[src/game_pkg.sv]
package game_pkg;

	//////////////////////////////////////////////////////////////////////
	// types

	typedef enum logic [1:0]
	{
		ARROW_UP,
		ARROW_DOWN,
		ARROW_LEFT,
		ARROW_RIGHT
	} arrow_e;

	typedef struct packed
	{
		logic up;
		logic down;
		logic left;
		logic right;
	} arrow_keys_t;

	typedef struct packed
	{
		logic        speed_btn;
		logic        pause_btn;
		arrow_keys_t keys_p1;
		arrow_keys_t keys_p2;
	} buttons_t;

	typedef struct packed
	{
		arrow_e p1; // upper display half
		arrow_e p2; // lower display half
	} cue_t;

	typedef logic [2:0] miss_t;
	typedef logic [3:0] lamps_t;

	//////////////////////////////////////////////////////////////////////
	// timing

	localparam int DEB_DIV    = 2;  // about 25000 on the board
	localparam int DEB_LEN    = 8;
	localparam int STEP_DIV   = 32; // base tick, a step is (4 - speed) ticks
	localparam int MAX_MISS   = 4;
	localparam int SEQ_LEN    = 16;
	localparam int NUM_BTN    = $bits(buttons_t);
	localparam int DEB_CNT_W  = $clog2(DEB_DIV);
	localparam int STEP_CNT_W = $clog2(STEP_DIV);
	localparam int SEQ_W      = $clog2(SEQ_LEN);

	// player 1 arrow, player 2 arrow per step
	localparam cue_t PATTERN [SEQ_LEN] = '{
		'{ARROW_UP,    ARROW_LEFT},  '{ARROW_LEFT,  ARROW_UP},
		'{ARROW_RIGHT, ARROW_DOWN},  '{ARROW_RIGHT, ARROW_RIGHT},
		'{ARROW_LEFT,  ARROW_DOWN},  '{ARROW_DOWN,  ARROW_RIGHT},
		'{ARROW_UP,    ARROW_UP},    '{ARROW_LEFT,  ARROW_UP},
		'{ARROW_RIGHT, ARROW_LEFT},  '{ARROW_DOWN,  ARROW_RIGHT},
		'{ARROW_RIGHT, ARROW_DOWN},  '{ARROW_UP,    ARROW_LEFT},
		'{ARROW_DOWN,  ARROW_UP},    '{ARROW_LEFT,  ARROW_LEFT},
		'{ARROW_UP,    ARROW_RIGHT}, '{ARROW_DOWN,  ARROW_UP}
	};

	//////////////////////////////////////////////////////////////////////
	// display symbol codes, one nibble per digit

	localparam logic [15:0] GLYPH [4] = '{16'hf01f, 16'hf23f, 16'h4566, 16'h6657};
	localparam logic [15:0] GLYPH_BLANK     = 16'hffff;
	localparam logic [31:0] CODE_HELLO      = 32'hcbdd_efff;
	localparam logic [31:0] CODE_OVER       = 32'he8b9_ffff;
	localparam logic [15:0] CODE_STOP       = 16'h5bc6;
	localparam logic [15:0] CODE_SPEED_BASE = 16'h5671; // "spd1" at speed 0

	// life bars, p2 empties from the other side
	localparam lamps_t LAMPS_P1 [MAX_MISS+1] = '{4'b1111, 4'b1110, 4'b1100, 4'b1000, 4'b0000};
	localparam lamps_t LAMPS_P2 [MAX_MISS+1] = '{4'b1111, 4'b0111, 4'b0011, 4'b0001, 4'b0000};

endpackage
[src/game_top.sv]
module game_top
(
	input  logic               clk,
	input  logic               arst_n,
	input  game_pkg::buttons_t buttons,
	input  logic               speed_up,
	input  logic               two_player,
	output logic [15:0]        status_digits,
	output logic [31:0]        arrow_digits,
	output game_pkg::lamps_t   lamps_p1,
	output game_pkg::lamps_t   lamps_p2
);

	import game_pkg::*;

	buttons_t   clean;
	logic [1:0] speed;
	logic       run;
	logic       step;
	logic       play;
	logic       play_p2;
	cue_t       cue;
	miss_t      misses_p1;
	miss_t      misses_p2;

	assign play_p2 = play & two_player; // lane 2 judged only with two players

	//////////////////////////////////////////////////////////////////////
	// input side

	key_debounce u_debounce
	(
		.clk    (clk),
		.arst_n (arst_n),
		.raw    (buttons),
		.clean  (clean)
	);

	game_control u_control
	(
		.clk       (clk),
		.arst_n    (arst_n),
		.speed_btn (clean.speed_btn),
		.pause_btn (clean.pause_btn),
		.speed_up  (speed_up),
		.speed     (speed),
		.run       (run),
		.step      (step)
	);

	arrow_sequencer u_sequencer
	(
		.clk    (clk),
		.arst_n (arst_n),
		.step   (step),
		.play   (play),
		.cue    (cue)
	);

	//////////////////////////////////////////////////////////////////////
	// judging and status

	miss_judge u_judge_p1
	(
		.clk    (clk),
		.arst_n (arst_n),
		.step   (step),
		.enable (play),
		.arrow  (cue.p1),
		.keys   (clean.keys_p1),
		.misses (misses_p1)
	);

	miss_judge u_judge_p2
	(
		.clk    (clk),
		.arst_n (arst_n),
		.step   (step),
		.enable (play_p2),
		.arrow  (cue.p2),
		.keys   (clean.keys_p2),
		.misses (misses_p2)
	);

	game_status u_status
	(
		.run           (run),
		.speed         (speed),
		.two_player    (two_player),
		.cue           (cue),
		.misses_p1     (misses_p1),
		.misses_p2     (misses_p2),
		.play          (play),
		.status_digits (status_digits),
		.arrow_digits  (arrow_digits),
		.lamps_p1      (lamps_p1),
		.lamps_p2      (lamps_p2)
	);

endmodule

[src/game_status.sv]
module game_status
(
	input  logic              run,
	input  logic [1:0]        speed,
	input  logic              two_player,
	input  game_pkg::cue_t    cue,
	input  game_pkg::miss_t   misses_p1,
	input  game_pkg::miss_t   misses_p2,
	output logic              play,
	output logic [15:0]       status_digits,
	output logic [31:0]       arrow_digits,
	output game_pkg::lamps_t  lamps_p1,
	output game_pkg::lamps_t  lamps_p2
);

	import game_pkg::*;

	logic        p1_out;
	logic        p2_out;
	logic        over;
	logic [15:0] glyph_p1;
	logic [15:0] glyph_p2;

	//////////////////////////////////////////////////////////////////////
	// game state

	assign p1_out = (misses_p1 == miss_t'(MAX_MISS));
	assign p2_out = (misses_p2 == miss_t'(MAX_MISS));
	assign over   = p1_out | (two_player & p2_out); // p2 ignored when playing alone
	assign play   = run & ~over;

	//////////////////////////////////////////////////////////////////////
	// life bars

	always_comb
	begin
		lamps_p1 = LAMPS_P1[misses_p1];
		if (two_player)
			lamps_p2 = LAMPS_P2[misses_p2];
		else
			lamps_p2 = '0; // lane 2 dark in one-player mode
	end

	//////////////////////////////////////////////////////////////////////
	// display words

	assign glyph_p1 = GLYPH[cue.p1];
	assign glyph_p2 = two_player ? GLYPH[cue.p2] : GLYPH_BLANK;

	always_comb
	begin
		if (over)
		begin
			status_digits = CODE_STOP;
			arrow_digits  = CODE_OVER;
		end
		else if (!run)
		begin
			status_digits = CODE_STOP;
			arrow_digits  = CODE_HELLO;
		end
		else
		begin
			status_digits = CODE_SPEED_BASE + {14'd0, speed}; // last digit 1..4
			arrow_digits  = {glyph_p1, glyph_p2};
		end
	end

endmodule

[src/miss_judge.sv]
module miss_judge
(
	input  logic                  clk,
	input  logic                  arst_n,
	input  logic                  step,
	input  logic                  enable,
	input  game_pkg::arrow_e      arrow,
	input  game_pkg::arrow_keys_t keys,
	output game_pkg::miss_t       misses
);

	import game_pkg::*;

	logic key_held;
	logic full;

	// only the key of the shown arrow counts
	always_comb
	begin
		case (arrow)
			ARROW_UP:    key_held = keys.up;
			ARROW_DOWN:  key_held = keys.down;
			ARROW_LEFT:  key_held = keys.left;
			ARROW_RIGHT: key_held = keys.right;
			default:     key_held = 1'b0;
		endcase
	end

	assign full = (misses == miss_t'(MAX_MISS));

	always_ff @(posedge clk or negedge arst_n)
	begin
		if (!arst_n)
			misses <= '0;
		else if (step && enable && !key_held && !full)
			misses <= misses + 1'b1;
	end

endmodule

[src/arrow_sequencer.sv]
module arrow_sequencer
(
	input  logic           clk,
	input  logic           arst_n,
	input  logic           step,
	input  logic           play,
	output game_pkg::cue_t cue
);

	import game_pkg::*;

	logic [SEQ_W-1:0] index;
	logic [SEQ_W-1:0] next_index;
	logic             advance;

	assign advance    = step & play;
	assign next_index = advance ? index + 1'b1 : index; // wraps after the last entry

	// cue is looked up from the next index so it changes with the index
	always_ff @(posedge clk or negedge arst_n)
	begin
		if (!arst_n)
		begin
			index <= '0;
			cue   <= PATTERN[0];
		end
		else
		begin
			index <= next_index;
			cue   <= PATTERN[next_index];
		end
	end

endmodule

[src/game_control.sv]
module game_control
(
	input  logic       clk,
	input  logic       arst_n,
	input  logic       speed_btn,
	input  logic       pause_btn,
	input  logic       speed_up,
	output logic [1:0] speed,
	output logic       run,
	output logic       step
);

	import game_pkg::*;

	logic                  speed_btn_q;
	logic                  pause_btn_q;
	logic                  speed_rise;
	logic                  pause_rise;
	logic [STEP_CNT_W-1:0] tick_cnt;
	logic                  base_tick;
	logic [1:0]            step_cnt;  // base ticks into the current step
	logic [1:0]            step_last; // limit latched at the step wrap
	logic                  step_wrap;

	assign speed_rise = speed_btn & ~speed_btn_q;
	assign pause_rise = pause_btn & ~pause_btn_q;
	assign base_tick  = run && (tick_cnt == STEP_CNT_W'(STEP_DIV - 1));
	assign step_wrap  = base_tick && (step_cnt >= step_last);

	//////////////////////////////////////////////////////////////////////
	// buttons

	always_ff @(posedge clk or negedge arst_n)
	begin
		if (!arst_n)
		begin
			speed_btn_q <= 1'b0;
			pause_btn_q <= 1'b0;
			speed       <= 2'd0;
			run         <= 1'b0;
		end
		else
		begin
			speed_btn_q <= speed_btn;
			pause_btn_q <= pause_btn;
			if (speed_rise)
				speed <= speed_up ? speed + 2'd1 : speed - 2'd1; // wraps both ways
			if (pause_rise)
				run <= ~run;
		end
	end

	//////////////////////////////////////////////////////////////////////
	// step timing

	always_ff @(posedge clk or negedge arst_n)
	begin
		if (!arst_n)
		begin
			tick_cnt  <= '0;
			step_cnt  <= 2'd0;
			step_last <= 2'd3;
			step      <= 1'b0;
		end
		else
		begin
			step <= step_wrap;
			if (run)
				tick_cnt <= tick_cnt + 1'b1; // wraps every STEP_DIV cycles
			if (step_wrap)
				step_cnt <= 2'd0;
			else if (base_tick)
				step_cnt <= step_cnt + 2'd1;
			if (!run || step_wrap)
				step_last <= 2'd3 - speed;
		end
	end

endmodule

[src/key_debounce.sv]
module key_debounce
(
	input  logic              clk,
	input  logic              arst_n,
	input  game_pkg::buttons_t raw,
	output game_pkg::buttons_t clean
);

	import game_pkg::*;

	logic [DEB_CNT_W-1:0] div_cnt;
	logic                 sample_en;
	logic [NUM_BTN-1:0]   raw_bits;
	logic [NUM_BTN-1:0]   clean_bits;
	logic [DEB_LEN-1:0]   shreg [NUM_BTN];

	assign raw_bits  = raw;
	assign sample_en = (div_cnt == DEB_CNT_W'(DEB_DIV - 1));
	assign clean     = buttons_t'(clean_bits);

	always_ff @(posedge clk or negedge arst_n)
	begin
		if (!arst_n)
			div_cnt <= '0;
		else if (sample_en)
			div_cnt <= '0;
		else
			div_cnt <= div_cnt + 1'b1;
	end

	// one history per button, newest sample in bit 0
	always_ff @(posedge clk or negedge arst_n)
	begin
		if (!arst_n)
		begin
			for (int i = 0; i < NUM_BTN; i++)
				shreg[i] <= '0;
			clean_bits <= '0;
		end
		else
		begin
			for (int i = 0; i < NUM_BTN; i++)
			begin
				if (sample_en)
					shreg[i] <= {shreg[i][DEB_LEN-2:0], raw_bits[i]};
				if (&shreg[i])
					clean_bits[i] <= 1'b1; // stable high
				else if (~|shreg[i])
					clean_bits[i] <= 1'b0; // stable low
			end
		end
	end

endmodule

[config.mk]
export PLATFORM = sky130hd
export DESIGN_NAME = game_top
export DESIGN_NICKNAME = d
export VERILOG_FILES = /design/src/game_pkg.sv /design/src/game_top.sv /design/src/game_status.sv /design/src/miss_judge.sv /design/src/arrow_sequencer.sv /design/src/game_control.sv /design/src/key_debounce.sv
export SDC_FILE = /design/constraint.sdc
export NUM_CORES = 1
export LEC_CHECK = 0
export ABC_AREA = 0
export BUFFER_PORTS_ARGS = -buffer_cell sky130_fd_sc_hd__buf_2
export CORE_MARGIN = 5
export CORE_UTILIZATION = 58
export CTS_CLUSTER_DIAMETER = 80
export DETAILED_ROUTE_END_ITERATION = 10
export PLACE_DENSITY_LB_ADDON = 0.12
export SETUP_SLACK_MARGIN = 0.4
export SKIP_LAST_GASP = 1
export SLEW_MARGIN = 25
export SYNTH_ARGS = -nofsm -noshare
export SYNTH_HDL_FRONTEND = slang
export SYNTH_SLANG_ARGS = --single-unit
[constraint.sdc]
create_clock -name clk -period 3.2 [get_ports clk]
set_input_delay 0.16 -clock clk [delete_from_list [all_inputs] [get_ports clk]]
set_output_delay 0.16 -clock clk [all_outputs]
set_load 0.005 [all_outputs]
# Word level (Yosys, flattened, before mapping)

Memories as Yosys holds them, arrays and structs flattened. A register that Yosys moved wholly into a read port is not among the register bits.
Index checks and enable logic that the tools add are counted.
W data, S select, Z words.

Bits in registers: 116
Bits in read-only memories: 128
Input port bits: 14
Output and inout port bits: 56
Word-level logic and storage cells: 166
Memories kept: 3

Memories:

| name             | words | bits a word | read ports | clocked after Yosys merged registers in | write ports | RTL line              | text |
|---|---|---|---|---|---|---|---|
| (name not given) | 16    | 4           | 1          | 1                                       | 0           | arrow_sequencer.sv:30 | `cue <= PATTERN[next_index];` |
| (name not given) | 8     | 4           | 1          | 0                                       | 0           | game_status.sv:39     | `lamps_p2 = LAMPS_P2[misses_p2];` |
| (name not given) | 8     | 4           | 1          | 0                                       | 0           | game_status.sv:37     | `lamps_p1 = LAMPS_P1[misses_p1];` |

Add/sub/neg operators: 10
$lt $le $gt $ge: 5
Eq/ne operators: 19
Muxes and demuxes: 43
Bitwise gates (word level): 16
Reductions and logical operators: 38

Operators by type and width:

| cell                    | number |
|---|---|
| $mux W16                | 7 |
| $reduce_and A8 Y1       | 10 |
| $reduce_or A8 Y1        | 10 |
| $bmux W16 S2            | 2 |
| $mux W32                | 2 |
| $mux W4                 | 6 |
| $mux W1                 | 21 |
| $ne A2 B1 Y1 const B    | 10 |
| $add A15 B2 Y16 const A | 1 |
| $eq A2 B2 Y1 const B    | 4 |
| $ge A4 B4 Y1 const B    | 2 |
| $logic_and A1 B1 Y1     | 8 |
| $not A3 Y4              | 2 |
| $pmux W1 S4             | 2 |
| $add A3 B1 Y3 const B   | 2 |
| $and A1 B1 Y1           | 6 |
| $eq A3 B3 Y1 const B    | 2 |
| $ge A3 B3 Y1 const B    | 2 |
| $logic_not A1 Y1        | 6 |
| $mux W2                 | 3 |
| $not A2 Y3              | 2 |
| $add A5 B1 Y5 const B   | 1 |
| $eq A5 B5 Y1 const B    | 1 |
| $not A4 Y5              | 1 |
| 12 further kinds        | 18 |

# Depth between registers and ports, before layout

Gate-level depths: netlist of run 1.

Depth in word-level cells: 9
Gate-level depth with buffers: 12
Gate-level depth less buffers: 12

# By module

Synthesis of run 1 repeated with hierarchy kept, for this count alone.

Cells, all modules: 447
Area total of the unflattened synthesis: 5771.8 um2

Modules (own cells, without submodules):

| module          | times used | cells each | area each (um2) | seq. area each (um2) |
|---|---|---|---|---|
| key_debounce    | 1          | 241        | 3602.2          | 2277.2 |
| game_control    | 1          | 51         | 660.6           | 377.9 |
| game_status     | 1          | 83         | 603.1           | 0.0 |
| arrow_sequencer | 1          | 41         | 511.7           | 201.4 |
| miss_judge      | 2          | 15         | 193.9           | 75.1 |
| game_top        | 1          | 1          | 6.3             | 0.0 |

# Worst setup path after synthesis of run 1

OpenSTA, ideal clock, no wires.

Path kind: reg-to-reg
Start point: register u_judge_p1.misses[0]
End point: register, netlist name u_sequencer.cue[2]
Library setup time: 0.087 ns
Data arrival time: 2.386 ns
Slack: 0.728 ns
Cell stages (with the launch flop): 13
Cells stage by stage: dfrtp_1 -> inv_1 -> ha_1 -> a21boi_4 -> nand3_4 -> mux2i_4 -> inv_1 -> ha_1 -> mux2i_1 -> nor2_1 -> a2111oi_0 -> o22ai_1 -> o211ai_1

Word-level cells in the longest chain between the ends: 7

RTL lines:

| what                             | RTL line              | text |
|---|---|---|
| start: declaration               | miss_judge.sv:9       | `output game_pkg::miss_t misses` |
| start signal: assignment         | miss_judge.sv:36      | `misses <= misses + 1'b1;` |
| $eq A3 B3 Y1                     | game_status.sv:27     | `assign p1_out = (misses_p1 == miss_t'(MAX_MISS));` |
| $or A1 B1 Y1                     | game_status.sv:29     | `assign over = p1_out \| (two_player & p2_out);` |
| $not A1 Y1                       | game_status.sv:30     | `assign play = run & ~over;` |
| $and A1 B1 Y1                    | game_status.sv:30     |  |
| $and A1 B1 Y1                    | arrow_sequencer.sv:16 | `assign advance = step & play;` |
| $mux W4                          | arrow_sequencer.sv:17 | `assign next_index = advance ? index + 1'b1 : index;` |
| $not A4 Y5 (implied by the code) | arrow_sequencer.sv:30 |  |

No other way between the ends.
A chain may end at the register's enable or synchronous reset.

# Worst setup path after layout of run 1

Start point: register u_judge_p2.misses[0]
End point: register, netlist name u_sequencer.cue[2]

Word-level cells in the longest chain between the ends: 8

RTL lines:

| what                             | RTL line              | text |
|---|---|---|
| start: declaration               | miss_judge.sv:9       |  |
| start signal: assignment         | miss_judge.sv:36      |  |
| $eq A3 B3 Y1                     | game_status.sv:28     | `assign p2_out = (misses_p2 == miss_t'(MAX_MISS));` |
| $and A1 B1 Y1                    | game_status.sv:29     |  |
| $or A1 B1 Y1                     | game_status.sv:29     |  |
| $not A1 Y1                       | game_status.sv:30     |  |
| $and A1 B1 Y1                    | game_status.sv:30     |  |
| $and A1 B1 Y1                    | arrow_sequencer.sv:16 |  |
| $mux W4                          | arrow_sequencer.sv:17 |  |
| $not A4 Y5 (implied by the code) | arrow_sequencer.sv:30 |  |

No other way between the ends.

==> reports/qor.tcl, run 1 <==
set qor(outcome) {complete, no violations}
set qor(path_cells) {inv_1 -> ha_1 -> nand3_2 -> nand3_4 -> mux2i_4 -> inv_1 -> ha_1 -> mux2i_1 -> nor2_1 -> a2111oi_1 -> o22ai_1 -> o211ai_1}
set qor(maxCapViolations) 0
set qor(ys_dominant_reg_cell) {dfrtp_1}
set qor(seqCellArea_mm2) 0.00301
set qor(detail_route.iter0.violations) 171
set qor(synth_mux_area_frac) 0.172
set qor(power.ir.vdd_worst_mv) 0.379
set qor(worst_path_max_delay_cell) {a2111oi_1}
set qor(std_cell_rows) 36
set qor(cell_type_with_the_highest_aggregate_area_in_the_netlist) {dfrtp_1}
set qor(finalMaxSlewViolations) 0
set qor(clock-sinks) 120
set qor(die_w_um) 110
set qor(cpPeakStageDelay_ns) 0.46
set qor(timing.final.crit_share) 0.844
set qor(critPathKind) {register to register}
set qor(synth.top_cell.area_share) 0.506
set qor(report.final.hold_viol_count) 0
set qor(wl_um) 9930
set qor(leakagePower_nw) 3.07
set qor(fp.dieArea_mm2) 0.0121
set qor(n_antenna_cell) 0
set qor(flow.area_growth_from_synthesis_pct) 16.8
set qor(initial_standard_cell_utilization_of_the_core) 0.592
set qor(grt_start_max_net_pins) 62
set qor(power_frac_comb) 0.153
set qor(worst_path_arrival_time_ns) 3.12
set qor(critical_path.n_buffers_inverters) 2
set qor(grt-ovfl-total) 0
set qor(ys_seq_elements) 120
set qor(internal_power_mw) 3.06
set qor(worstSetupEndpointType) {register}
set qor(worstSkewPairLatency_ns) 0.51
set qor(cts_root_buf) {clkbuf_8}
set qor(use_met1) 0.239
set qor(hold_path.class) {input port to asynchronous set/reset pin}
set qor(post_synth_xor_area_fraction) 0.0300
set qor(syn-mean-instance-area_um2) 11.9
set qor(power-per-cell-area_mw_per_mm2) 603
set qor(synth.cell_area_mm2) 0.00579
set qor(critPathRequiredTime_ns) 3.62
set qor(netlist_instances) 485
set qor(sum_of_negative_setup_slack_ns) 0
set qor(vias_in_the_first_global_route) 3605
set qor(slew_headroom) 0.499
set qor(worstRegToRegCells) 12
set qor(cts.path.max_buffers) 2
set qor(avgRoutedWirePerCell_um) 14.2
set qor(drive_above_1_share) 0.329
set qor(drt_drc_violations_left) 0
set qor(synth_area_leaders) {dfrtp_1 51%, mux2_2 16%, ha_1 5.0%}
set qor(utilization) 0.692
set qor(ant_nets) 0
set qor(synth.yosys.warnings) 0
set qor(adder_and_majority_gate_portion_of_the_synthesized_area) 0.0497
set qor(synth_top_family_by_area) {multiplexers}
set qor(grt_antenna_before_repair) 0
set qor(cts_tree) {done}
set qor(synth.top_cells.by_count) {117 x dfrtp_1, 83 x mux2_2, 35 x nand2_1, 27 x inv_1, 25 x buf_4}
set qor(synth-seq-area-share) 0.519
set qor(hpwl_um) 6650
set qor(reg2reg_slack_ns) 0.50
set qor(placement.setup.worst_slack_ns) 0.366
set qor(power.switching_mw) 1.01
set qor(multiInputGateArea_mm2) 0.00247
set qor(number_of_search_and_repair_iterations_in_the_first_detailed_routing_pass) 4
set qor(portBuffers) 58
set qor(crit_path_start_kind) {register}
set qor(worstMarginPinSlew_ns) 0.751
set qor(global_route.usage.met3) 0.0476
set qor(yosysMostFrequentCell) {dfrtp_1}
set qor(rr_startpoint) {u_judge_p2.misses[0]}
set qor(finClkSkew_ns) 0.00847
set qor(regToRegEndpoint) {u_sequencer.cue[2]}
set qor(num-fill-cells) 716
set qor(final-setup-viol-count) 0
set qor(clockPowerShare) 0.414
set qor(worst_path_dominant_cell_family) {compound AO/OA/AOI/OAI gates}
set qor(synth_cell_types) 49
set qor(layout_setup_ws_ns) 0.498
set qor(power_switching_share) 0.249
set qor(seq_power_share) 0.433
set qor(synth_simple_gate_area_frac) 0.108
set qor(route.detailed.vias_per_inst) 5.34
set qor(placeable_core_region_mm2) 0.00977
set qor(final.min_clock_period_ns) 2.70
set qor(clk_transition_reported_paths_ns) 0.05
set qor(gr-max-usage-layer) {met2}
set qor(die_h_um) 110
set qor(h_tree_level_count) 4
set qor(synthArstFlopShare) 1.00
set qor(timing.critical_path.fanout_max) 5
set qor(fraction_of_the_mapped_netlist_area_in_compound_gates) 0.0601
set qor(top_level_ports) 70
set qor(rsz_0062_raised_after_global_routing) {false}
set qor(wire_length_of_the_first_global_routing_pass_um) 16900
set qor(achievable-frequency_mhz) 370
set qor(via_count) 3727
set qor(critical_path_depth) 12
set qor(nets) 589
set qor(grt.met2_usage) 0.282
set qor(grt_util_all_layers) 0.180
set qor(gpl.final_weighted_congestion) 0.793
set qor(tritoncts_buffer_count) 17
set qor(synth-edff-count) 0
per-stage QoR:
stage | std cells | total power, mW | hold WS, ns | cell area, µm²
after floorplan | 494 | 2.22 | -0.136 | 5820
after global placement | 651 | 2.38 | 0.277 | 6090
after detailed placement | 651 | 2.40 | 0.273 | 6090
after CTS | 696 | 4.13 | 0.278 | 6750
after global routing | 698 | 4.30 | 0.330 | 6760
final | 698 | 4.07 | 0.258 | 6760
power groups by stage:
stage / Clock, mW / Combinational, mW / Sequential, mW
after floorplan: 0 / 0.467 / 1.76
after global placement: 0 / 0.595 / 1.78
after detailed placement: 0 / 0.617 / 1.79
after CTS: 1.73 / 0.632 / 1.76
after global routing: 1.81 / 0.712 / 1.78
final: 1.69 / 0.625 / 1.76
timing repair:
action                                 in CTS  in global routing
buffers inserted                            1                  2
endpoints found under the hold margin      69                  0
resized for setup                           0                  1
setup endpoints to repair                   1                  1
hold buffers                               12                  0
pin swaps                                   0                  2
flip-flops by register name, indices dropped and copies added, names as in the netlist, 2 cells and up:
register,count
u_control.tick_cnt,5
u_control.step_cnt,2
u_debounce.clean,10
u_judge_p2.misses,3
u_sequencer.index,4
u_control.step_last,2
u_debounce.shreg,80
u_judge_p1.misses,3
u_sequencer.cue,4
u_control.speed,2
layer usage:
layer	wire [µm]	part of all wire
met1	4550	0.46
met2	4740	0.48
met3	505	0.051
met4	138	0.014
met5	0	0
cells in the final DEF (no fill, tap or decap), drive strengths merged, types with 8 or more instances in the layout:
master,count
dfrtp,117
mux2,83
buf,65
nand2,35
inv,28
clkbuf,28
ha,23
nor2,21
o21ai,21
nand4,13
nand3,13
dlygate4sd3,12
conb,11
xnor2,11
a21oi,10
or4,10
o41ai,8
final cells by class:
cell class                 instances  area share
timing repair buffer              77      0.0707
tap                              133      0.0246
multi-input combinational        308       0.366
sequential                       120       0.445
clock buffer                      28      0.0718
clock inverter                     4     0.00666
inverter                          28      0.0155
logic make-up (layout without fill, tap and decap cells):
group	count (synthesis)	count (layout)
other	2	11
XOR/XNOR	16	16
multiplexers	88	88
flip-flops	120	120
AND/OR/NAND/NOR	117	117
adder cells (fa/ha/maj)	23	23
buffers and inverters	66	137
AO/OA/AOI/OAI	53	53
worst max-delay path by stage:
stage / from / end / slack (ns)
2_1_floorplan: u_judge_p1.misses[0] / u_sequencer.cue[2] / 0.73
3_3_place_gp: u_judge_p1.misses[0] / u_sequencer.cue[2] / 0.59
3_5_place_dp: u_judge_p1.misses[1] / u_sequencer.cue[2] / 0.37
4_1_cts: u_judge_p1.misses[1] / u_sequencer.cue[2] / 0.52
5_1_grt: u_judge_p2.misses[1] / u_sequencer.cue[2] / 0.37
6_report: u_judge_p2.misses[0] / u_sequencer.cue[2] / 0.50
worst reg2reg max path: stages (launching register included):
cell,delay (ns)
dfrtp_1,0.38
inv_1,0.10
ha_1,0.21
nand3_2,0.19
nand3_4,0.18
mux2i_4,0.24
inv_1,0.06
ha_1,0.22
mux2i_1,0.18
nor2_1,0.08
a2111oi_1,0.47
o22ai_1,0.19
o211ai_1,0.14
No activity file was read; power rests on OpenSTA's default activity.
==> run 2: changes to the inputs <==
--- a/config.mk
+++ b/config.mk
@@ -5,7 +5,7 @@
 export SDC_FILE = /design/constraint.sdc
 export NUM_CORES = 1
 export LEC_CHECK = 0
-export ABC_AREA = 0
+export ABC_AREA = 1
 export BUFFER_PORTS_ARGS = -buffer_cell sky130_fd_sc_hd__buf_2
 export CORE_MARGIN = 5
 export CORE_UTILIZATION = 58
==> constraint.sdc (replaced) <==
create_clock -name clk -period 2.8 [get_ports clk]
set_input_delay 0.14 -clock clk [delete_from_list [all_inputs] [get_ports clk]]
set_output_delay 0.14 -clock clk [all_outputs]
set_load 0.005 [all_outputs]
==> run 2 against run 1 <==
Net effect:
- count of clock-buffer cells in the layout shrank 6
- power grew 24%
- die area is essentially flat
- largest cell class unchanged
- worst hold slack lost 0.067 ns
- sequential power grew 17%
- flip-flop and latch count is the same
- synthesized cell count grew 38%
- routed wire length grew 15%
- core utilization grew 0.72 points
==> reports/qor.tcl, run 2 <==
set qor(ys_dominant_reg_cell) {dfrtp_1} ;# unchanged
set qor(finalMaxSlewViolations) 0 ;# unchanged
set qor(finClkSkew_ns) 0.00740 ;# was 0.00847 ns
set qor(drive_above_1_share) 0.156 ;# was 0.329
set qor(synth-edff-count) 0 ;# unchanged
set qor(adder_and_majority_gate_portion_of_the_synthesized_area) 0.0497 ;# about the same
set qor(final-setup-viol-count) 0 ;# unchanged
set qor(rr_startpoint) {u_judge_p1.misses[0]} ;# was u_judge_p2.misses[0]
set qor(vias_in_the_first_global_route) 4474 ;# was 3,605
set qor(slew_headroom) 0.567 ;# was 0.499
set qor(mostFrequentLayoutCell) {nand2_1} ;# was dfrtp_1
set qor(critical_path_source) {u_judge_p1.misses[0]} ;# was u_judge_p2.misses[0]
set qor(hold_path.class) {input port to asynchronous set/reset pin} ;# unchanged
set qor(cell_type_with_the_highest_aggregate_area_in_the_netlist) {dfrtp_1} ;# unchanged
set qor(grt_antenna_before_repair) 0 ;# unchanged
set qor(synth_mux_area_frac) 0.00195 ;# was 0.172
set qor(route.detailed.vias_per_inst) 5.08 ;# was 5.34
set qor(wire_length_of_the_first_global_routing_pass_um) 19900 ;# was 16,900 µm
set qor(number_of_search_and_repair_iterations_in_the_first_detailed_routing_pass) 5 ;# was 4
set qor(die_h_um) 110 ;# about the same
set qor(ant_nets) 0 ;# unchanged
set qor(nets) 769 ;# was 589
set qor(timing.critical_path.fanout_max) 5 ;# unchanged
set qor(layout.cells.most_common_list) {154 x nand2_1, 117 x inv_1, 115 x dfrtp_1} ;# was 116 x dfrtp_1, 83 x mux2_2, 57 x buf_2
set qor(synth.yosys.warnings) 0 ;# unchanged
set qor(flow.area_growth_from_synthesis_pct) 18.0 ;# was 16.8%
set qor(portBuffers) 58 ;# unchanged
set qor(grt_util_all_layers) 0.212 ;# was 0.180
set qor(largest-register) {u_debounce.shreg} ;# unchanged
set qor(number_of_flip_flops_in_the_largest_register) 80 ;# unchanged
set qor(syn-mean-instance-area_um2) 8.64 ;# was 11.9 µm²
set qor(initial_standard_cell_utilization_of_the_core) 0.592 ;# about the same
set qor(clock-sinks) 120 ;# unchanged
set qor(synth_top_family_by_area) {simple AND/OR/NAND/NOR gates} ;# was multiplexers
set qor(grt_start_max_net_pins) 54 ;# was 62
set qor(cts_tree) {done} ;# unchanged
set qor(worst_path_max_delay_cell) {dfrtp_1} ;# was a2111oi_1
set qor(detail_route.iter0.violations) 242 ;# was 171
set qor(utilization) 0.699 ;# was 0.692
set qor(hpwl_um) 8020 ;# was 6650 µm
set qor(achievable-frequency_mhz) 446
set qor(cpPeakStageDelay_ns) 0.38 ;# was 0.46 ns
set qor(drt_drc_violations_left) 0 ;# unchanged
set qor(critPathKind) {register to output pin} ;# was register to register
set qor(synth-seq-area-share) 0.519 ;# about the same
set qor(num-fill-cells) 766 ;# was 716
set qor(fraction_of_the_mapped_netlist_area_in_compound_gates) 0.110 ;# was 0.0601
set qor(synth_simple_gate_area_frac) 0.179 ;# was 0.108
set qor(via_count) 4448 ;# was 3,727
set qor(worst_path_arrival_time_ns) 2.10 ;# was 3.12 ns
set qor(top_level_ports) 70 ;# unchanged
set qor(maxCapViolations) 0 ;# unchanged
set qor(grt-ovfl-total) 0 ;# unchanged
set qor(report.final.hold_viol_count) 0 ;# unchanged
set qor(n_antenna_cell) 0 ;# unchanged
set qor(power.ir.vdd_worst_mv) 0.486 ;# was 0.379 mV
set qor(die_w_um) 110 ;# about the same
set qor(rsz_0062_raised_after_global_routing) {false} ;# unchanged
set qor(path_cells) {inv_1 -> ha_1 -> nand2_1 -> nand3_4 -> nor2_4 -> inv_1 -> or2_2 -> buf_2} ;# was inv_1 -> ha_1 -> nand3_2 -> nand3_4 -> mux2i_4 -> inv_1 -> ha_1 -> mux2i_1 -> nor2_1 -> a2111oi_1 -> o22ai_1 -> o211ai_1
set qor(outcome) {complete, no violations} ;# unchanged
set qor(sum_of_negative_setup_slack_ns) 0 ;# unchanged
set qor(avgRoutedWirePerCell_um) 13.0 ;# was 14.2 µm
set qor(timing.final.crit_share) 0.800
set qor(placeable_core_region_mm2) 0.00977 ;# unchanged
set qor(synthArstFlopShare) 1.00 ;# unchanged
set qor(clk_transition_reported_paths_ns) 0.05 ;# about the same
set qor(synth.cell_area_mm2) 0.00579 ;# about the same
set qor(ys_seq_elements) 120 ;# unchanged
set qor(synth_area_leaders) {dfrtp_1 51%, nand2_1 10%, o21ai_0 8.1%} ;# was dfrtp_1 51%, mux2_2 16%, ha_1 5.0%
set qor(synth.top_cell.area_share) 0.506 ;# about the same
set qor(worstSetupEndpointType) {output pin} ;# was register
set qor(critPathRequiredTime_ns) 2.66 ;# was 3.62 ns
set qor(yosysMostFrequentCell) {nand2_1} ;# was dfrtp_1
set qor(final.min_clock_period_ns) 2.24
set qor(gpl.final_weighted_congestion) 0.820 ;# was 0.793
set qor(cts.path.max_buffers) 2 ;# unchanged
set qor(tritoncts_buffer_count) 17 ;# unchanged
set qor(power-per-cell-area_mw_per_mm2) 737 ;# was 603 mW/mm²
set qor(leakagePower_nw) 3.62 ;# was 3.07 nW
set qor(netlist_instances) 670 ;# was 485
set qor(synth.top_cells.by_count) {154 x nand2_1, 117 x dfrtp_1, 117 x inv_1, 94 x o21ai_0, 33 x nand4_1} ;# was 117 x dfrtp_1, 83 x mux2_2, 35 x nand2_1, 27 x inv_1, 25 x buf_4
set qor(std_cell_rows) 36 ;# unchanged
set qor(post_synth_xor_area_fraction) 0.0151 ;# was 0.0300
set qor(fp.dieArea_mm2) 0.0121 ;# about the same
set qor(wl_um) 11400 ;# was 9930 µm
set qor(crit_path_start_kind) {register} ;# unchanged
set qor(synth_cell_types) 37 ;# was 49
set qor(worstSkewPairLatency_ns) 0.52 ;# was 0.51 ns
set qor(cts_root_buf) {clkbuf_8} ;# unchanged
set qor(worstMarginPinSlew_ns) 0.650 ;# was 0.751 ns
set qor(critPathMostFrequentCell) {inv_1}
set qor(h_tree_level_count) 4 ;# unchanged
-- run 2: cell count changes in the layout (fill, tap and decap cells not counted), moves of 7 or more --
cell,change
inv_1,+90
mux2_2,-82
nand2_1,+119
nand2b_1,-7
nand3_1,-8
nand4_1,+21
o21ai_0,+74
or4_1,-10
-- run 2: worst max-delay path, delay by kind of cell (launching register included) --
family                     cells  cell delay (ns)
adders and majority gates      1             0.20
and+or+nand+nor                4             0.74
DFF                            1             0.38
buffers and inverters          3             0.27
-- run 2: area by class of cell --
class	count	area, µm²	share of cell area
clock inverter	8	173	0.0253
sequential	120	3010	0.441
clock buffer	22	443	0.0648
tap	133	166	0.0244
inverter	118	443	0.0648
multi-input combinational	397	2110	0.309
timing repair buffer	78	485	0.0711
-- run 2: path summary, 6_finish.rpt --
| path | to | slack (ns) | depth (start not counted) |
|---|---|---|---|
| hold reg to reg | u_control.pause_btn_q | 0.38 | 0 |
| max in group asynchronous | u_control.step_last[0] | 1.83 | 3 |
| hold / removal | u_control.step_cnt[1] | 0.19 | 2 |
| setup reg to reg | u_sequencer.cue[1] | 0.57 | 11 |
| setup / recovery | arrow_digits[8] | 0.56 | 8 |
| min in group clk | u_sequencer.index[2] | 0.32 | 4 |
-- run 2: where the power goes --
part / internal (mW) / switching (mW)
sequential: 1.90 / 0.153
clock: 1.55 / 0.725
combinational: 0.324 / 0.382
-- run 2: metal layers --
layer	vias to the layer above	wire [µm]	GRT usage
met5	-	0	0
met4	0	228	0.0917
met3	19	636	0.0499
met2	110	5420	0.349
met1	2098	5120	0.267
li1	2221	-	-
-- run 2: what timing repair did --
action | CTS | global route
resized for setup | 1 | 1
hold endpoints to repair | 60 | 0
endpoints found under the setup margin | 2 | 3
pin swaps | 0 | 2
hold buffers | 12 | 0
gates cloned | 0 | 0
setup buffers | 0 | 4
-- run 2: logic make-up (layout without fill, tap and decap cells) --
logic type / count (synthesis) / count (layout)
simple gates: 234 / 234
compound gates: 118 / 118
other cells: 2 / 11
buf+inv: 162 / 226
xor+xnor: 10 / 10
mux: 1 / 1
fa+ha+maj: 23 / 23
flops: 120 / 120
-- run 2: metrics by stage --
step | hold slack, ns | std cells | area [µm²] | setup slack (ns) | total power, mW
finish | 0.191 | 876 | 6830 | 0.559 | 5.03
floorplan | -0.156 | 679 | 5820 | 0.956 | 2.52
global route | 0.259 | 876 | 6830 | 0.403 | 5.29
detailed placement | 0.206 | 830 | 6060 | 0.653 | 2.73
global placement | 0.203 | 830 | 6060 | 0.746 | 2.69
CTS | 0.203 | 872 | 6800 | 0.424 | 5.04
==> run 3: changes to the inputs <==
--- a/config.mk
+++ b/config.mk
@@ -5,10 +5,10 @@
 export SDC_FILE = /design/constraint.sdc
 export NUM_CORES = 1
 export LEC_CHECK = 0
-export ABC_AREA = 1
+export ABC_AREA = 0
 export BUFFER_PORTS_ARGS = -buffer_cell sky130_fd_sc_hd__buf_2
 export CORE_MARGIN = 5
-export CORE_UTILIZATION = 58
+export CORE_UTILIZATION = 53
 export CTS_CLUSTER_DIAMETER = 80
 export DETAILED_ROUTE_END_ITERATION = 10
 export PLACE_DENSITY_LB_ADDON = 0.12
==> constraint.sdc (replaced) <==
create_clock -name clk -period 2 [get_ports clk]
set_input_delay 0.1 -clock clk [delete_from_list [all_inputs] [get_ports clk]]
set_output_delay 0.1 -clock clk [all_outputs]
set_load 0.005 [all_outputs]
==> run 3 against run 2 <==
Net effect:
- the run now ends with negative setup slack left
- final cell count decreased by 14%
- register-to-register slack got worse by 0.62 ns
- first-iteration DRC count is 31% lower
- sequential share of layout area fell by 4.7 points
- critical path type unchanged
- critical endpoint is now arrow_digits[19]
- largest power group unchanged
- highest routed layer unchanged
==> reports/qor.tcl, run 3 (synthesis results as in run 1) <==
set qor(layout_setup_ws_ns) -0.0819 ;# was 0.559 ns
set qor(hpwl_um) 7110 ;# was 8020 µm
set qor(maxCapViolations) 0 ;# unchanged
set qor(sum_of_negative_setup_slack_ns) -0.934 ;# was 0 ns
set qor(placement.setup.worst_slack_ns) -0.225 ;# was 0.653 ns
set qor(route.detailed.vias_per_inst) 5.28 ;# was 5.08
set qor(hold_path.class) {input port to asynchronous set/reset pin} ;# unchanged
set qor(tritoncts_buffer_count) 17 ;# unchanged
set qor(final.min_clock_period_ns) 2.08
set qor(ant_nets) 0 ;# unchanged
set qor(number_of_flip_flops_in_the_largest_register) 80 ;# unchanged
set qor(nets) 634 ;# was 769
set qor(dr_wl_met3_um) 403 ;# was 636 µm
set qor(worstSkewPairLatency_ns) 0.51 ;# was 0.52 ns
set qor(wire_length_of_the_first_global_routing_pass_um) 19400 ;# was 19,900 µm
set qor(failed_checks) {negative setup slack}
set qor(critPathKind) {register to output pin} ;# unchanged
set qor(critical_path.n_buffers_inverters) 6 ;# was 3
set qor(utilization) 0.708 ;# was 0.699
set qor(wl_um) 11300 ;# was 11,400 µm
set qor(portBuffers) 58 ;# unchanged
set qor(avgRoutedWirePerCell_um) 15.0 ;# was 13.0 µm
set qor(rsz_0062_raised_after_global_routing) {true} ;# was false
set qor(mostFrequentLayoutCell) {dfrtp_1} ;# was nand2_1
set qor(power-per-cell-area_mw_per_mm2) 966 ;# was 737 mW/mm²
set qor(final-setup-viol-count) 26 ;# was 0
set qor(via_count) 3957 ;# was 4,448
set qor(critPathRequiredTime_ns) 1.90 ;# was 2.66 ns
set qor(die_h_um) 115 ;# was 110 µm
set qor(path_cells) {inv_2 -> ha_4 -> a21boi_4 -> buf_6 -> and2_4 -> buf_6 -> inv_8 -> nor2_4 -> inv_2 -> buf_2} ;# was inv_1 -> ha_1 -> nand2_1 -> nand3_4 -> nor2_4 -> inv_1 -> or2_2 -> buf_2
set qor(grt_util_all_layers) 0.186 ;# was 0.212
set qor(achievable-frequency_mhz) 480
set qor(clk_transition_reported_paths_ns) 0.05 ;# about the same
set qor(worstSetupEndpointType) {output pin} ;# unchanged
set qor(vias_in_the_first_global_route) 4171 ;# was 4,474
set qor(grt-ovfl-total) 0 ;# unchanged
set qor(layout.cells.most_common_list) {115 x dfrtp_1, 83 x mux2_2, 41 x buf_2} ;# was 154 x nand2_1, 117 x inv_1, 115 x dfrtp_1
set qor(worst_path_max_delay_cell) {dfrtp_1} ;# unchanged
set qor(cts_tree) {done} ;# unchanged
set qor(timing.final.crit_share) 1.04
set qor(fp.dieArea_mm2) 0.0131 ;# was 0.0121 mm²
set qor(cts_root_buf) {clkbuf_8} ;# unchanged
set qor(clock-sinks) 120 ;# unchanged
set qor(maxUsedRoutingLayer) {met4} ;# unchanged
set qor(worstMarginPinSlew_ns) 0.530 ;# was 0.650 ns
set qor(grt_start_max_net_pins) 59 ;# was 54
set qor(final_cell_area_mm2) 0.00764 ;# was 0.00683 mm²
set qor(drt_drc_violations_left) 0 ;# unchanged
set qor(post_dp_cell_area_mm2) 0.00633 ;# was 0.00606 mm²
set qor(leakagePower_nw) 3.41 ;# was 3.62 nW
set qor(crit_path_start_kind) {register} ;# unchanged
set qor(grt_antenna_before_repair) 0 ;# unchanged
set qor(outcome) {complete, but fails checks} ;# was complete, no violations
set qor(report.final.hold_viol_count) 0 ;# unchanged
set qor(power.ir.vdd_worst_mv) 0.977 ;# was 0.486 mV
set qor(finClkSkew_ns) 0.00950 ;# was 0.00740 ns
set qor(finalMaxSlewViolations) 0 ;# unchanged
set qor(timing.critical_path.fanout_max) 8 ;# was 5
set qor(routed-wl-met2_um) 5880 ;# was 5420 µm
set qor(largest-register) {u_debounce.shreg} ;# unchanged
set qor(worst_path_arrival_time_ns) 1.98 ;# was 2.10 ns
set qor(wl_met1_um) 4850 ;# was 5120 µm
set qor(die_w_um) 115 ;# was 110 µm
set qor(placeable_core_region_mm2) 0.0108 ;# was 0.00977 mm²
set qor(detail_route.iter0.violations) 168 ;# was 242
set qor(drive_above_1_share) 0.475 ;# was 0.156
set qor(top_level_ports) 70 ;# unchanged
set qor(h_tree_level_count) 4 ;# unchanged
set qor(number_of_search_and_repair_iterations_in_the_first_detailed_routing_pass) 4 ;# was 5
set qor(cts.path.max_buffers) 2 ;# unchanged
set qor(gpl.final_weighted_congestion) 0.778 ;# was 0.820
set qor(worst_path_dominant_cell_family) {buffers and inverters} ;# was simple AND/OR/NAND/NOR gates
set qor(slew_headroom) 0.647 ;# was 0.567
set qor(flow.area_growth_from_synthesis_pct) 32.0 ;# was 18.0%
set qor(initial_standard_cell_utilization_of_the_core) 0.537 ;# was 0.592
set qor(cpPeakStageDelay_ns) 0.36 ;# was 0.38 ns
set qor(std_cell_rows) 38 ;# was 36
set qor(n_antenna_cell) 0 ;# unchanged
[run 3: cell count changes in the layout (fill, tap and decap cells not counted), moves of 7 or more]
cell,delta
nand2_1,-129
inv_1,-103
mux2_2,+82
o21ai_0,-78
buf_6,+36
buf_4,+23
nand4_1,-21
buf_2,-16
inv_2,+10
or4_1,+10
nand3_1,+8
ha_1,-7
nor2_1,-7
[run 3: path summary, 6_finish.rpt]
check                                     startpoint                      to  slack (ns)  cells after the start
worst max-delay path            u_judge_p1.misses[1]        arrow_digits[19]       -0.08                     10
max in group asynchronous                     arst_n  u_control.step_last[1]        1.20                      3
min in group clk                          two_player    u_sequencer.index[1]        0.32                      6
worst min-delay path                          arst_n    u_judge_p1.misses[1]        0.11                      2
worst max register to register  u_judge_p1.misses[1]      u_sequencer.cue[3]       -0.05                     11
worst min register to register   u_debounce.clean[9]   u_control.speed_btn_q        0.45                      0
[run 3: repair_timing]
| action | in CTS | in global routing |
|---|---|---|
| hold buffers | 12 | 0 |
| buffers inserted | 20 | 5 |
| endpoints found under the hold margin | 93 | 0 |
| resized for setup | 60 | 45 |
| setup endpoints to repair | 52 | 57 |
| pin swaps | 19 | 13 |
[run 3: layout make-up]
type                            instances  area [µm²]
Clock inverter                         11         146
Timing Repair Buffer                  122        1000
Tap cell                              140         175
Multi-Input combinational cell        308        2730
Sequential cell                       120        3010
Fill cell                             740        3150
Clock buffer                           21         459
Inverter                               28         123
[run 3: power breakdown]
part / leakage, nW / internal, mW / switching (mW)
combinational: 1.76 / 0.854 / 0.649
sequential: 1.36 / 2.65 / 0.183
clock: 0.294 / 1.99 / 1.06
total: 3.41 / 5.49 / 1.89
[run 3: stage by stage]
stage / std cells / hold WS, ns / total power, mW
floorplan: 494 / -0.196 / 3.58
CTS: 745 / 0.105 / 7.25
global placement: 681 / 0.109 / 3.86
global route: 750 / 0.155 / 7.74
detailed placement: 681 / 0.113 / 3.91
finish: 750 / 0.115 / 7.38
[run 3: metal layers]
metal  up-vias  GRT usage
met5         -          0
met4         0     0.0602
met3        12     0.0497
met2        60      0.318
met1      1979      0.229
li1       1906          -
